==> config.mk <==
export PLATFORM = sky130hd
export DESIGN_NAME = cpuFrontEnd
export DESIGN_NICKNAME = d
export VERILOG_FILES = /design/src/design/cpuPkg.sv /design/src/design/cpuFrontEnd.sv /design/src/design/instrDecode.sv /design/src/design/instrFetch.sv /design/src/design/mainControl.sv /design/src/design/pipeReg.sv /design/src/design/regFile.sv
export SDC_FILE = /design/constraint.sdc
export NUM_CORES = 2
export LEC_CHECK = 0
export ABC_AREA = 1
export CELL_PAD_IN_SITES_DETAIL_PLACEMENT = 1
export CELL_PAD_IN_SITES_GLOBAL_PLACEMENT = 2
export CORE_MARGIN = 2
export CORE_UTILIZATION = 42
export CTS_CLUSTER_SIZE = 10
export DETAILED_ROUTE_END_ITERATION = 10
export DONT_BUFFER_PORTS = 1
export PLACE_DENSITY_LB_ADDON = 0.05
export SLEW_MARGIN = 40
export SYNTH_ARGS = -nofsm -noshare
export SYNTH_HDL_FRONTEND = slang
export SYNTH_SLANG_ARGS = --single-unit
==> constraint.sdc <==
create_clock -name clk -period 6.1 [get_ports clk]
set_clock_uncertainty 0.05 [all_clocks]
set_input_delay 0.305 -clock clk [delete_from_list [all_inputs] [get_ports clk]]
set_output_delay 0.305 -clock clk [all_outputs]
set_load 0.03 [all_outputs]
==> src/design/cpuPkg.sv <==
`default_nettype none

package cpuPkg;

  ////////////////////////////////////////////////////////////
  // Opcodes, instruction bits 31:26
  ////////////////////////////////////////////////////////////
  localparam logic [5:0] opRType = 6'h00;
  localparam logic [5:0] opJ     = 6'h02;
  localparam logic [5:0] opJal   = 6'h03;
  localparam logic [5:0] opBeq   = 6'h04;
  localparam logic [5:0] opBne   = 6'h05;
  localparam logic [5:0] opAddi  = 6'h08;
  localparam logic [5:0] opLb    = 6'h20;
  localparam logic [5:0] opLh    = 6'h21;
  localparam logic [5:0] opLw    = 6'h23;
  localparam logic [5:0] opSb    = 6'h28;
  localparam logic [5:0] opSh    = 6'h29;
  localparam logic [5:0] opSw    = 6'h2b;

  // R-type function codes, bits 5:0
  localparam logic [5:0] fnJr  = 6'h08;
  localparam logic [5:0] fnAdd = 6'h20;
  localparam logic [5:0] fnSub = 6'h22;
  localparam logic [5:0] fnAnd = 6'h24;
  localparam logic [5:0] fnOr  = 6'h25;
  localparam logic [5:0] fnSlt = 6'h2a;

  // ALU operand B source
  localparam logic [1:0] aluSrc1Reg  = 2'd0;
  localparam logic [1:0] aluSrc1Imm  = 2'd1;
  localparam logic [1:0] aluSrc1Zero = 2'd2;

  // Destination register select
  localparam logic [1:0] regDstRt   = 2'd0;
  localparam logic [1:0] regDstRd   = 2'd1;
  localparam logic [1:0] regDstLink = 2'd2;

  // Memory access width
  typedef enum logic [1:0] {
    widthByte = 2'd0,
    widthHalf = 2'd1,
    widthWord = 2'd2
  } memWidth_t;

  ////////////////////////////////////////////////////////////
  // Stage bundles
  ////////////////////////////////////////////////////////////
  typedef struct packed {
    logic      regSrc0;   // rs read as 31
    logic      regSrc1;   // rt read as 0
    logic      aluSrc0;   // 1 selects PC+4 as operand A
    logic [1:0] aluSrc1;
    logic [1:0] regDst;
    logic      rdEnable;
    logic      wrEnable;
    memWidth_t rdWidth;
    memWidth_t wrWidth;
    logic      memToReg;
    logic      regWrite;
  } ctrlBundle_t;

  typedef struct packed {
    logic        valid;
    logic [31:0] instruction;
    logic [31:0] pcPlusFour;
  } ifIdEntry_t;

  typedef struct packed {
    logic        valid;
    ctrlBundle_t ctrl;
    logic [31:0] regData1;
    logic [31:0] regData2;
    logic [31:0] imm32;
    logic [4:0]  destReg;
    logic [31:0] pcPlusFour;
  } idExEntry_t;

  // Write-back strobe from the back end
  typedef struct packed {
    logic        regWrite;
    logic [4:0]  destReg;
    logic [31:0] data;
  } wbPort_t;

  typedef struct packed {
    logic        taken;
    logic [31:0] target;
  } redirect_t;

endpackage

`default_nettype wire

==> src/design/cpuFrontEnd.sv <==
`timescale 1ns/1ps
`default_nettype none

module cpuFrontEnd #(
  parameter logic [31:0] resetPc = 32'h0000_0000
) (
  input  wire logic            clk,
  input  wire logic            rstN,
  output logic [31:0]          instrAddr,
  input  wire logic [31:0]     instrData,
  input  wire logic            stall,
  input  wire cpuPkg::wbPort_t wb,
  output cpuPkg::idExEntry_t   idEx
);

  logic [31:0]        fetchPcPlusFour;
  cpuPkg::redirect_t  redirect;
  cpuPkg::ifIdEntry_t ifIdIn;
  cpuPkg::ifIdEntry_t ifIdOut;
  cpuPkg::idExEntry_t idExNext;

  ////////////////////////////////////////////////////////////
  // Fetch
  ////////////////////////////////////////////////////////////
  instrFetch #(
    .resetPc (resetPc)
  ) u_instrFetch (
    .clk        (clk),
    .rstN       (rstN),
    .stall      (stall),
    .redirect   (redirect),
    .pc         (instrAddr),
    .pcPlusFour (fetchPcPlusFour)
  );

  // Memory word returns in the same cycle
  assign ifIdIn = '{valid: 1'b1, instruction: instrData, pcPlusFour: fetchPcPlusFour};

  // IF/ID holds under stall, flushed by a redirect
  pipeReg #(
    .payload_t     (cpuPkg::ifIdEntry_t),
    .bubbleOnStall (1'b0)
  ) u_ifIdReg (
    .clk   (clk),
    .rstN  (rstN),
    .stall (stall),
    .flush (redirect.taken),
    .din   (ifIdIn),
    .dout  (ifIdOut)
  );

  ////////////////////////////////////////////////////////////
  // Decode and ID/EX
  ////////////////////////////////////////////////////////////
  instrDecode u_instrDecode (
    .clk      (clk),
    .rstN     (rstN),
    .ifId     (ifIdOut),
    .wb       (wb),
    .redirect (redirect),
    .idExNext (idExNext)
  );

  // Bubble inserted while IF/ID holds
  pipeReg #(
    .payload_t     (cpuPkg::idExEntry_t),
    .bubbleOnStall (1'b1)
  ) u_idExReg (
    .clk   (clk),
    .rstN  (rstN),
    .stall (stall),
    .flush (1'b0),
    .din   (idExNext),
    .dout  (idEx)
  );

endmodule

`default_nettype wire

==> src/design/instrDecode.sv <==
`timescale 1ns/1ps
`default_nettype none

module instrDecode (
  input  wire logic               clk,
  input  wire logic               rstN,
  input  wire cpuPkg::ifIdEntry_t ifId,
  input  wire cpuPkg::wbPort_t    wb,
  output cpuPkg::redirect_t       redirect,
  output cpuPkg::idExEntry_t      idExNext
);

  logic [31:0] instr;
  logic [4:0]  rsField;
  logic [4:0]  rtField;
  logic [4:0]  rdField;

  cpuPkg::ctrlBundle_t ctrl;
  logic isBranch;
  logic isBne;
  logic isJump;
  logic isJumpReg;

  logic [4:0]  rsSel;
  logic [4:0]  rtSel;
  logic [31:0] regData1;
  logic [31:0] regData2;
  logic [31:0] imm32;
  logic [4:0]  destReg;

  logic        regEqual;
  logic        branchTaken;
  logic [31:0] branchTarget;
  logic [31:0] jumpTarget;

  assign instr   = ifId.instruction;
  assign rsField = instr[25:21];
  assign rtField = instr[20:16];
  assign rdField = instr[15:11];

  ////////////////////////////////////////////////////////////
  // Control and register reads
  ////////////////////////////////////////////////////////////
  mainControl u_mainControl (
    .opcode    (instr[31:26]),
    .funct     (instr[5:0]),
    .ctrl      (ctrl),
    .isBranch  (isBranch),
    .isBne     (isBne),
    .isJump    (isJump),
    .isJumpReg (isJumpReg)
  );

  // Source overrides from the control word
  assign rsSel = ctrl.regSrc0 ? 5'd31 : rsField;
  assign rtSel = ctrl.regSrc1 ? 5'd0 : rtField;

  regFile u_regFile (
    .clk     (clk),
    .rstN    (rstN),
    .rdAddr1 (rsSel),
    .rdAddr2 (rtSel),
    .wb      (wb),
    .rdData1 (regData1),
    .rdData2 (regData2)
  );

  assign imm32 = {{16{instr[15]}}, instr[15:0]};

  always_comb begin
    case (ctrl.regDst)
      cpuPkg::regDstRd:   destReg = rdField;
      cpuPkg::regDstLink: destReg = 5'd31;
      default:            destReg = rtField;
    endcase
  end

  ////////////////////////////////////////////////////////////
  // Branch and jump resolution
  ////////////////////////////////////////////////////////////
  assign regEqual     = (regData1 == regData2);
  assign branchTaken  = isBranch && (isBne ? !regEqual : regEqual);
  assign branchTarget = ifId.pcPlusFour + {imm32[29:0], 2'b00};
  // Region jump keeps the top nibble of PC+4
  assign jumpTarget   = {ifId.pcPlusFour[31:28], instr[25:0], 2'b00};

  // Bubbles never redirect
  assign redirect.taken = ifId.valid && (branchTaken || isJump || isJumpReg);

  always_comb begin
    if (isJumpReg) begin
      redirect.target = regData1;
    end else if (isJump) begin
      redirect.target = jumpTarget;
    end else begin
      redirect.target = branchTarget;
    end
  end

  ////////////////////////////////////////////////////////////
  // Next ID/EX entry
  ////////////////////////////////////////////////////////////
  always_comb begin
    idExNext.valid      = ifId.valid;
    // Bubble carries no enables downstream
    idExNext.ctrl       = ifId.valid ? ctrl : '0;
    idExNext.regData1   = regData1;
    idExNext.regData2   = regData2;
    idExNext.imm32      = imm32;
    idExNext.destReg    = destReg;
    idExNext.pcPlusFour = ifId.pcPlusFour;
  end

endmodule

`default_nettype wire

==> src/design/instrFetch.sv <==
`timescale 1ns/1ps
`default_nettype none

module instrFetch #(
  parameter logic [31:0] resetPc = 32'h0000_0000
) (
  input  wire logic               clk,
  input  wire logic               rstN,
  input  wire logic               stall,
  input  wire cpuPkg::redirect_t  redirect,
  output logic [31:0]             pc,
  output logic [31:0]             pcPlusFour
);

  ////////////////////////////////////////////////////////////
  // Sequential successor of the current fetch address
  ////////////////////////////////////////////////////////////
  assign pcPlusFour = pc + 32'd4;

  // Priority: reset, redirect, stall, increment
  // A redirect overrides a stall so the branch target is never missed
  always_ff @(posedge clk) begin
    if (!rstN) begin
      pc <= resetPc;
    end else if (redirect.taken) begin
      pc <= redirect.target;
    end else if (!stall) begin
      pc <= pcPlusFour;
    end
    // Otherwise hold for the stalled cycle
  end

endmodule

`default_nettype wire

==> src/design/mainControl.sv <==
`timescale 1ns/1ps
`default_nettype none

module mainControl (
  input  wire logic [5:0]    opcode,
  input  wire logic [5:0]    funct,
  output cpuPkg::ctrlBundle_t ctrl,
  output logic               isBranch,
  output logic               isBne,
  output logic               isJump,
  output logic               isJumpReg
);

  ////////////////////////////////////////////////////////////
  // Decode table
  ////////////////////////////////////////////////////////////
  always_comb begin
    // Safe default, no register or memory write
    ctrl      = '0;
    isBranch  = 1'b0;
    isBne     = 1'b0;
    isJump    = 1'b0;
    isJumpReg = 1'b0;

    case (opcode)
      cpuPkg::opRType: begin
        case (funct)
          cpuPkg::fnAdd, cpuPkg::fnSub, cpuPkg::fnAnd,
          cpuPkg::fnOr, cpuPkg::fnSlt: begin
            ctrl.aluSrc1  = cpuPkg::aluSrc1Reg;
            ctrl.regDst   = cpuPkg::regDstRd;
            ctrl.regWrite = 1'b1;
          end
          cpuPkg::fnJr: begin
            // Only rs is needed
            ctrl.regSrc1 = 1'b1;
            isJumpReg    = 1'b1;
          end
          default: ;
        endcase
      end

      cpuPkg::opAddi: begin
        ctrl.regSrc1  = 1'b1;
        ctrl.aluSrc1  = cpuPkg::aluSrc1Imm;
        ctrl.regDst   = cpuPkg::regDstRt;
        ctrl.regWrite = 1'b1;
      end

      // Loads, address is rs + imm, rt is the destination
      cpuPkg::opLb, cpuPkg::opLh, cpuPkg::opLw: begin
        ctrl.regSrc1  = 1'b1;
        ctrl.aluSrc1  = cpuPkg::aluSrc1Imm;
        ctrl.regDst   = cpuPkg::regDstRt;
        ctrl.rdEnable = 1'b1;
        ctrl.memToReg = 1'b1;
        ctrl.regWrite = 1'b1;
        case (opcode)
          cpuPkg::opLb: ctrl.rdWidth = cpuPkg::widthByte;
          cpuPkg::opLh: ctrl.rdWidth = cpuPkg::widthHalf;
          default:      ctrl.rdWidth = cpuPkg::widthWord;
        endcase
      end

      // Stores, rt carries the store data
      cpuPkg::opSb, cpuPkg::opSh, cpuPkg::opSw: begin
        ctrl.aluSrc1  = cpuPkg::aluSrc1Imm;
        ctrl.wrEnable = 1'b1;
        case (opcode)
          cpuPkg::opSb: ctrl.wrWidth = cpuPkg::widthByte;
          cpuPkg::opSh: ctrl.wrWidth = cpuPkg::widthHalf;
          default:      ctrl.wrWidth = cpuPkg::widthWord;
        endcase
      end

      cpuPkg::opBeq, cpuPkg::opBne: begin
        ctrl.aluSrc1 = cpuPkg::aluSrc1Reg;
        isBranch     = 1'b1;
        isBne        = (opcode == cpuPkg::opBne);
      end

      cpuPkg::opJ: begin
        ctrl.regSrc1 = 1'b1;
        isJump       = 1'b1;
      end

      // Link value is PC+4 + 0 written to r31
      cpuPkg::opJal: begin
        ctrl.regSrc0  = 1'b1;
        ctrl.regSrc1  = 1'b1;
        ctrl.aluSrc0  = 1'b1;
        ctrl.aluSrc1  = cpuPkg::aluSrc1Zero;
        ctrl.regDst   = cpuPkg::regDstLink;
        ctrl.regWrite = 1'b1;
        isJump        = 1'b1;
      end

      default: ;
    endcase
  end

endmodule

`default_nettype wire

==> src/design/pipeReg.sv <==
`timescale 1ns/1ps
`default_nettype none

module pipeReg #(
  parameter type payload_t     = logic,
  parameter bit  bubbleOnStall = 1'b0
) (
  input  wire logic clk,
  input  wire logic rstN,
  input  wire logic stall,
  input  wire logic flush,
  input  wire payload_t din,
  output payload_t  dout
);

  ////////////////////////////////////////////////////////////
  // Stage register
  ////////////////////////////////////////////////////////////
  // All-zero payload is the bubble, valid bit low
  // Flush beats stall so a redirect always kills the entry
  always_ff @(posedge clk) begin
    if (!rstN || flush) begin
      dout <= '0;
    end else if (!stall) begin
      dout <= din;
    end else if (bubbleOnStall) begin
      // Downstream of the stall point, the held entry replays later
      dout <= '0;
    end
    // Upstream of the stall point, hold
  end

endmodule

`default_nettype wire

==> src/design/regFile.sv <==
`timescale 1ns/1ps
`default_nettype none

module regFile (
  input  wire logic            clk,
  input  wire logic            rstN,
  input  wire logic [4:0]      rdAddr1,
  input  wire logic [4:0]      rdAddr2,
  input  wire cpuPkg::wbPort_t wb,
  output logic [31:0]          rdData1,
  output logic [31:0]          rdData2
);

  // r1..r31 only, r0 has no storage
  logic [31:0] regs [1:31];

  logic wrValid;

  assign wrValid = wb.regWrite && (wb.destReg != 5'd0);

  ////////////////////////////////////////////////////////////
  // Write port
  ////////////////////////////////////////////////////////////
  always_ff @(posedge clk) begin
    if (!rstN) begin
      for (int i = 1; i < 32; i++) begin
        regs[i] <= '0;
      end
    end else if (wrValid) begin
      regs[wb.destReg] <= wb.data;
    end
  end

  ////////////////////////////////////////////////////////////
  // Read ports with write-through bypass
  ////////////////////////////////////////////////////////////
  always_comb begin
    if (rdAddr1 == 5'd0) begin
      rdData1 = '0;
    end else if (wrValid && (wb.destReg == rdAddr1)) begin
      rdData1 = wb.data;
    end else begin
      rdData1 = regs[rdAddr1];
    end

    if (rdAddr2 == 5'd0) begin
      rdData2 = '0;
    end else if (wrValid && (wb.destReg == rdAddr2)) begin
      rdData2 = wb.data;
    end else begin
      rdData2 = regs[rdAddr2];
    end
  end

endmodule

`default_nettype wire

==> results.py <==
metrics = {
    "clocking": {
        "total_number_of_clock_tree_sinks": 1252,
        "htree_levels": 4,
        "path_clk_slew_ns": 0.06,
        "tritoncts": "built",
        "cts_buffers": 156,
        "clock_tree.root_cell": "sky130_fd_sc_hd__clkbuf_16",
        "clock_latency_ns": 0.82,
        "cts-root-to-sink-buffers": 3,
    },
    "grt": {
        "grt_first_pass_wirelength_mm": 465,
        "grt_overflow_total": 0,
        "grt_pass1_vias": 65400,
        "antenna_violations_before_repair": 9,
        "grt_max_degree": 138,
        "grt_use_total_pct": 39.3,
    },
    "outcome": {
        "run_status": "finished clean",
    },
    "place": {
        "detailed_place_hpwl_mm": 199,
        "pre_cts_slack_ns": 0.505,
        "placement.io_buffers": 0,
        "placed_cell_area_um2": 69800,
        "place.gp.congestion": 0.911,
    },
    "worst_setup_path": {
        "slowest_delay_ns": 0.56,
        "r2r_setup_slack_ns": 0.22,
        "worst_r2r_endpoint": "u_instrFetch.pc[8]$_SDFFE_PN0P_",
        "criticalPathCategory": "reg -> reg",
        "r2r-start": "u_ifIdReg.dout[63]$_SDFFE_PP0N_",
        "reg2reg_depth": 31,
        "cp-start-kind": "flop",
        "timing.critical_path.slowest_stage_cell": "sky130_fd_sc_hd__dlygate4sd3_1",
        "cp_common_cell": "sky130_fd_sc_hd__nand2_1",
        "timing.critical_path.arrival_ns": 6.54,
        "timing.critical_path.to_type": "flop",
        "timing.critical_path.fanout_max": 77,
        "required_ns": 6.76,
    },
    "yosys": {
        "yosysTopAreaCell": "sky130_fd_sc_hd__edfxtp_1",
        "netlist_instances": 8592,
        "synth-seq-cells": 1252,
        "synth_commonest_cells": "sky130_fd_sc_hd__nand2_1, sky130_fd_sc_hd__nor2_1, sky130_fd_sc_hd__nand3_1",
        "syn_area_um2": 67600,
        "synth_area_per_inst_um2": 7.87,
        "ys_seq_area_share_pct": 52.2,
        "ys_top_cells_by_area": "sky130_fd_sc_hd__edfxtp_1, sky130_fd_sc_hd__nand2_1, sky130_fd_sc_hd__nand3_1",
        "yosys_warnings": 0,
        "synth.distinct_cells": 53,
        "postSynth.topFlopCell": "sky130_fd_sc_hd__edfxtp_1",
        "yosysMostFrequentCell": "sky130_fd_sc_hd__nand2_1",
        "postSynth.asyncResetShare_pct": 0,
        "post-synth-top-area-fraction_pct": 45.5,
        "edff_count_synth": 1024,
    },
    "floorplanning": {
        "rows": 147,
        "floorplan.die.width_um": 405,
        "die_y_um": 405,
        "die-area_um2": 164000,
        "top_level_port_count": 254,
        "floorplan.initialDensity_pct": 42.2,
        "core_region_area_um2": 160000,
    },
    "timing": {
        "tightestPinTransition_ns": 0.909,
        "hold_violations": 0,
        "final_count_of_negative_setup_slack_endpoints": 0,
        "fin_ws_ns": 0.215,
        "slew_headroom_pct": 39.4,
        "final-max-slew-violation-count": 0,
        "final.min_clock_period_ns": 5.88,
        "final.setup.tns_ns": 0,
        "fmax_ghz": 0.170,
        "rsz0062_at_grt": "no",
        "final_min_period_over_clock_period_pct": 96.5,
    },
    "finish": {
        "final_core_util_pct": 47.0,
        "area_growth_pct": 11.4,
        "final_layout_size_suffix_gt1_share_pct": 6.40,
        "finalInstanceArea_um2": 75300,
        "design.final.nets": 8464,
        "seq_area_um2": 35300,
        "fill_cells": 19300,
        "multi_input_comb_area_um2": 28200,
    },
    "drt": {
        "via_count": 65700,
        "initialDrtViolationCount": 7632,
        "totalWireLength_mm": 330,
        "drt_first_pass_iters": 6,
        "ant_nets": 0,
        "drcViolationCount": 0,
        "via_per_inst": 6.19,
        "routed_wire_length_per_instance_um": 31.0,
    },
    "flow_run": {
        "cap_viol_max_count": 0,
    },
    "pwr": {
        "peakVddDrop_mv": 0.312,
        "power.density_nw_per_um2": 312,
        "power.leakage_nw": 30.2,
        "finalPower_mw": 23.5,
    },
    "min_path": {
        "worst_hold_check_path_type": "in -> reg",
        "worstHoldStart": "wb[36]",
        "worst_hold_path.endpoint": "u_instrDecode.u_regFile.regs[8][13]$_SDFFCE_PN0P_",
        "worstHoldPathCells": 5,
    },
}
## per-stage QoR
step	instances	hold WS [ns]
6_report	10600	0.0660
3_3_place_gp	10300	0.354
4_1_cts	10600	0.00543
2_1_floorplan	8623	0.354
3_5_place_dp	10300	0.355
5_1_grt	10600	0.0470
## layer usage
layer	vias up	GRT usage (%)	share of wire, %
met5	-	0	0.0036
met4	2	24.7	7.0
met3	938	6.45	8.5
met2	3432	61.5	45
met1	33300	50.6	39
li1	28100	-	-
## logic make-up after synthesis
family	Yosys count	synth area share, %
AND/OR/NAND/NOR	5470	33.7
flip-flops	1252	52.2
buffers and inverters	1050	6.69
AO/OA/AOI/OAI	747	6.28
XOR/XNOR	39	0.505
adder cells (fa/ha/maj)	33	0.622
other	1	0.00555
## report_power, final
| part | switching [mW] | leakage (nW) | internal, mW | total [mW] |
|---|---|---|---|---|
| clock | 3.77 | 2.26 | 5.02 | 8.79 |
| combinational | 3.48 | 16.4 | 1.17 | 4.65 |
| sequential | 0.395 | 11.6 | 9.71 | 10.1 |
| total | 7.64 | 30.2 | 15.9 | 23.5 |
## cells in the final DEF (no fill, tap or decap), types with 15 or more instances in the layout
cell and count:
sky130_fd_sc_hd__conb_1 32, sky130_fd_sc_hd__clkbuf_16 166, sky130_fd_sc_hd__ha_1 32, sky130_fd_sc_hd__a21oi_1 273, sky130_fd_sc_hd__clkinv_1 29, sky130_fd_sc_hd__dfxtp_1 225, sky130_fd_sc_hd__xor2_1 27, sky130_fd_sc_hd__nand2_4 22
sky130_fd_sc_hd__nand3b_1 20, sky130_fd_sc_hd__nor2_1 1479, sky130_fd_sc_hd__clkbuf_1 46, sky130_fd_sc_hd__inv_2 22, sky130_fd_sc_hd__nand2_2 30, sky130_fd_sc_hd__inv_1 287, sky130_fd_sc_hd__buf_12 51, sky130_fd_sc_hd__o21ai_1 16
sky130_fd_sc_hd__dlygate4sd3_1 68, sky130_fd_sc_hd__nor3_1 15, sky130_fd_sc_hd__o21ai_0 239, sky130_fd_sc_hd__edfxtp_1 1024, sky130_fd_sc_hd__o211ai_1 140, sky130_fd_sc_hd__o22ai_1 43, sky130_fd_sc_hd__nand2_1 2369, sky130_fd_sc_hd__nand4_1 53
sky130_fd_sc_hd__buf_4 181, sky130_fd_sc_hd__nand3_1 1443
## cell type report
type	instances	share of cell area, %
inverters	321	1.67
multi-input cells	6323	37.5
flip-flops and latches	1252	46.9
repair buffers	304	4.17
clock buffers	218	5.85
diodes	11	0.0365
well taps	2160	3.59
clock inverters	39	0.292
## worst max-delay path, delay by kind of cell, from the launching register on
kind	cells	cell delay (ns)
DFF	1	0.35
AOI/OAI and AO/OA	2	0.26
and+or+nand+nor	22	3.32
buffers and inverters	7	1.55
## worst max path at each step
stage,start,to,slack (ns)
floorplan,u_ifIdReg.dout[32]$_SDFFE_PP0N_,u_instrFetch.pc[28]$_SDFFE_PN0P_,2.70
global placement,u_ifIdReg.dout[63]$_SDFFE_PP0N_,u_ifIdReg.dout[23]$_SDFFE_PP0N_,0.63
detailed placement,u_ifIdReg.dout[59]$_SDFFE_PP0N_,u_ifIdReg.dout[11]$_SDFFE_PP0N_,0.51
CTS,u_ifIdReg.dout[59]$_SDFFE_PP0N_,u_instrFetch.pc[8]$_SDFFE_PN0P_,0.09
global route,u_ifIdReg.dout[63]$_SDFFE_PP0N_,u_instrFetch.pc[8]$_SDFFE_PN0P_,0.003
finish,u_ifIdReg.dout[63]$_SDFFE_PP0N_,u_instrFetch.pc[8]$_SDFFE_PN0P_,0.22
## flip-flops by register name, summed over array words and instances, names as in the netlist
| register | cells |
|---|---|
| u_idExReg.dout | 131 |
| u_ifIdReg.dout | 65 |
| u_instrDecode.u_regFile.regs | 1024 |
| u_instrFetch.pc | 32 |
## what timing repair did
item,in CTS,in global routing
hold buffers,70,0
setup endpoints to repair,0,1
resized for setup,0,15
endpoints found under the hold margin,1119,0
setup buffers,0,2
Power figures use the tool's default switching activity.
